[src/regfile_pkg.sv]
package regfile_pkg;

  // ========================================
  // Register file geometry
  // ========================================

  // Number of architectural integer registers
  localparam int reg_count = 64;

  // Width of one register and its split into byte lanes
  localparam int data_wid   = 64;
  localparam int byte_lanes = data_wid / 8;

  // Register number wide enough for every register
  typedef logic [$clog2(reg_count)-1:0] reg_addr_t;

  // ========================================
  // Special registers
  // ========================================

  // Hard-wired zero whose writes are dropped on the read side
  localparam reg_addr_t zero_reg = 6'd0;

  // Reads return the program counter of the issuing group
  localparam reg_addr_t pc_reg = 6'd53;

  // ========================================
  // Shared types
  // ========================================

  // One register value taken either as a whole word or lane by lane
  typedef union packed {
    logic [data_wid-1:0]        word;
    logic [byte_lanes-1:0][7:0] lanes;
  } reg_word_u;

  // One write port of 79 bits
  // There is no handshake so a write with en set always lands
  typedef struct packed {
    logic                  en;
    logic [byte_lanes-1:0] be;
    reg_addr_t             addr;
    logic [data_wid-1:0]   data;
  } wr_port_t;

endpackage

[src/regfile_read_port.sv]
`timescale 1ns/1ns

module regfile_read_port (
  input  logic [regfile_pkg::data_wid-1:0]   pc,
  input  regfile_pkg::reg_addr_t            ra,
  input  regfile_pkg::wr_port_t             wr0,
  input  regfile_pkg::wr_port_t             wr1,
  input  logic [regfile_pkg::data_wid-1:0]   bank0,
  input  logic [regfile_pkg::data_wid-1:0]   bank1,
  input  logic [regfile_pkg::byte_lanes-1:0] owner,
  output logic [regfile_pkg::data_wid-1:0]   rd
);

  import regfile_pkg::*;

  // Byte views of the two bank words and the two write payloads
  reg_word_u b0_u;
  reg_word_u b1_u;
  reg_word_u w0_u;
  reg_word_u w1_u;

  // Result of the lane merge before the special registers are applied
  reg_word_u merged;

  // Address matches for same-cycle forwarding
  logic hit0;
  logic hit1;

  assign b0_u.word = bank0;
  assign b1_u.word = bank1;
  assign w0_u.word = wr0.data;
  assign w1_u.word = wr1.data;

  assign hit0 = wr0.en && (wr0.addr == ra);
  assign hit1 = wr1.en && (wr1.addr == ra);

  // ========================================
  // Lane merge
  // ========================================

  // Every lane shows the value it will hold after the coming edge
  // Port 1 beats port 0, the same way the table settles a collision
  always_comb begin
    for (int i = 0; i < byte_lanes; i++) begin
      if (hit1 && wr1.be[i]) begin
        merged.lanes[i] = w1_u.lanes[i];
      end else if (hit0 && wr0.be[i]) begin
        merged.lanes[i] = w0_u.lanes[i];
      end else if (owner[i]) begin
        merged.lanes[i] = b1_u.lanes[i];
      end else begin
        merged.lanes[i] = b0_u.lanes[i];
      end
    end
  end

  // ========================================
  // Special registers
  // ========================================

  // Register 0 and the pc register ignore the storage completely,
  // so writes to them have no visible effect
  always_comb begin
    if (ra == zero_reg) begin
      rd = '0;
    end else if (ra == pc_reg) begin
      rd = pc;
    end else begin
      rd = merged.word;
    end
  end

endmodule

[config.mk]
export PLATFORM = sky130hd
export DESIGN_NAME = regfile_read_port
export DESIGN_NICKNAME = d
export VERILOG_FILES = /design/src/regfile_pkg.sv /design/src/regfile_read_port.sv
export SDC_FILE = /design/constraint.sdc
export NUM_CORES = 1
export LEC_CHECK = 0
export BUFFER_PORTS_ARGS = -buffer_cell sky130_fd_sc_hd__buf_2
export CAP_MARGIN = 20
export CORE_AREA = 2 2 166 168
export DETAILED_ROUTE_END_ITERATION = 12
export DIE_AREA = 0 0 168 170
export PLACE_DENSITY = 0.51
export SYNTH_ARGS = -nofsm -noshare
export SYNTH_HDL_FRONTEND = slang
export SYNTH_SLANG_ARGS = --single-unit
[constraint.sdc]
create_clock -name vclk -period 2.9
set_clock_uncertainty 0.1 [all_clocks]
set_input_delay 0.145 -clock vclk [all_inputs]
set_output_delay 0.145 -clock vclk [all_outputs]
set_load 0.02 [all_outputs]
==> metrics.txt <==
Inst Count DP=1,255; Syn Area/Cell=6.52 sq um; gr ovfl total=0; Crit path largest cell delay=610 ps; antenna viol nets, final=0; Max Cap Viol=0; initial antenna violation count=5; Synth Cell Area=3370 sq um; Synth cell types=34; Setup Buffers After CTS=0; fin area=5810 sq um; Die W=168 microns; Yosys top cell area share=19.0%; vias per cell=4.64; Critical Path Start Type=input pin; leakage=2.79 nW; gr usage total=14.9%; die area=28,600 sq um; IO buf count=428; fin util=21.8%; hold path depth=4; Seq/Total Area, Yosys=0%; status=finished, final reports clean; first-pass GRT wire length=33,000 microns; Slew @ Worst Pin=634 ps; top-count cell post-synth=o21ai_0; top post-synthesis cells by count=128 x o21ai_0, 69 x nand2_1, 64 x a31oi_1, 64 x mux2i_1, 57 x o211ai_1; DP Wirelength=20,000 microns; crit path max-delay cell type=o2111a_1; Seq cells=0; hold buffer count at cts=0; Worst Path Arrival=2170 ps; crit path cell chain=buf_2, nand2b_1, o2111a_1, nand4_1, o211ai_1, a31oi_1, buf_2; Nets=1,280; Rel. slew slack=57.7%; number of global-route vias before repair=5,652; Hold Fails Final Rpt=0; WL/cell=18.6 microns; RSZ-0062 raised after global routing=no; Final period util=83.1%; synth warn=0; worst setup path start=ra[2]; Crit Path Max Fanout=14; DR vias=5,843; FP Rows=60; Syn-to-layout area delta=72.3%; Starting Density=12.7%; critical path data required time=2650 ps; DRC=0; Final setup viols=0; crit path capture type=output port; Max VDD drop=68.6 uV; total power=0.864 mW; post-synth top area cell=mux2i_1; Max Slew Vio Count=0; Tmin final=2410 ps; CP endpoint=rd[19]; CORE AREA=26,700 sq um; area of placed instances=5800 sq um; layout cell share with drive strength beyond 1=51.2%; largest net degree at the start of global routing=69; drt first pass iters=5; final non-filler cell total=1,258; Most common cell on crit path=buf_2; routed wire length=23,400 microns; Crit Path Category=in2out; Chip Height=170 microns; PwrDens=149 nW/um^2; path type of the worst min-delay path=in2out; Reg area=0 sq um; FMAX=415 MHz; quantity of gates resized following cts=0; IO Pins=428; Clock buffer cells=0; syn_nets=881; top cells by area, synth=mux2i_1 19%, o21ai_0 19%, o211ai_1 13%; DR iter-0 viols=247; routability cong.=0.817; setup_tns=0 ps; post-synthesis instance total=517
-- worst min path at each step --
stage,end,slack [ps],start
after floorplan,rd[0],410,wr1[0]
after global placement,rd[57],550,wr1[57]
after detailed placement,rd[11],550,wr1[11]
after CTS,rd[11],550,wr1[11]
final,rd[58],550,wr1[58]
after global routing,rd[33],560,wr1[33]
-- layout by cell type (no fill, tap or decap), types with 4 or more instances in the layout --
cell type,count
inv_1,10
buf_4,13
nand4_1,17
and3_2,4
mux2i_1,64
and4_1,6
and2_1,8
nand3_2,8
xnor2_2,6
o21ai_0,128
a31oi_1,64
o211ai_1,57
nand2_1,68
buf_2,428
and3_1,6
o311ai_1,7
-- cell type report --
class,count,area [sq um]
diodes,3,7.51
fillers,3081,20800
inverters,10,37.5
multi-input cells,462,3080
repair buffers,442,2260
well taps,341,427
-- worst max-delay path, delay by kind of cell --
family                 cells  cell delay, ps
AO/OA/AOI/OAI              3            1050
buffers and inverters      2             330
AND/OR/NAND/NOR            2             630
-- cells by family (layout without fill, tap and decap cells) --
logic type	after synthesis	in the layout	share of synthesized area, %
compound gates	260	260	46.6
simple gates	129	129	21.7
mux	64	64	19.0
buf+inv	55	452	9.05
xor+xnor	9	9	3.67
other cells	0	3	0
-- through the flow --
stage	hold slack, ps	setup slack (ps)
after floorplan	412	1220
after global routing	563	217
after global placement	547	451
after detailed placement	547	418
after CTS	547	416
final	549	490
-- power by group --
part	total, mW	internal (mW)	leakage, nW	switching (mW)
Combinational	0.864	0.390	2.79	0.474
Clock	0.000000139	0.000000139	0.0000190	0
Sequential	0	0	0	0
Total	0.864	0.390	2.79	0.474
-- per-layer routing --
metal | share of wire (%) | wire length [microns] | up-vias | GRT usage [%]
li1 | - | - | 2850 | -
met1 | 42 | 9890 | 2653 | 18.7
met2 | 49 | 11500 | 309 | 27.4
met3 | 6.5 | 1520 | 27 | 1.81
met4 | 2.0 | 473 | 4 | 3.18
met5 | 0.085 | 20 | - | 0
Note: power is estimated with default switching activity, not from simulation.
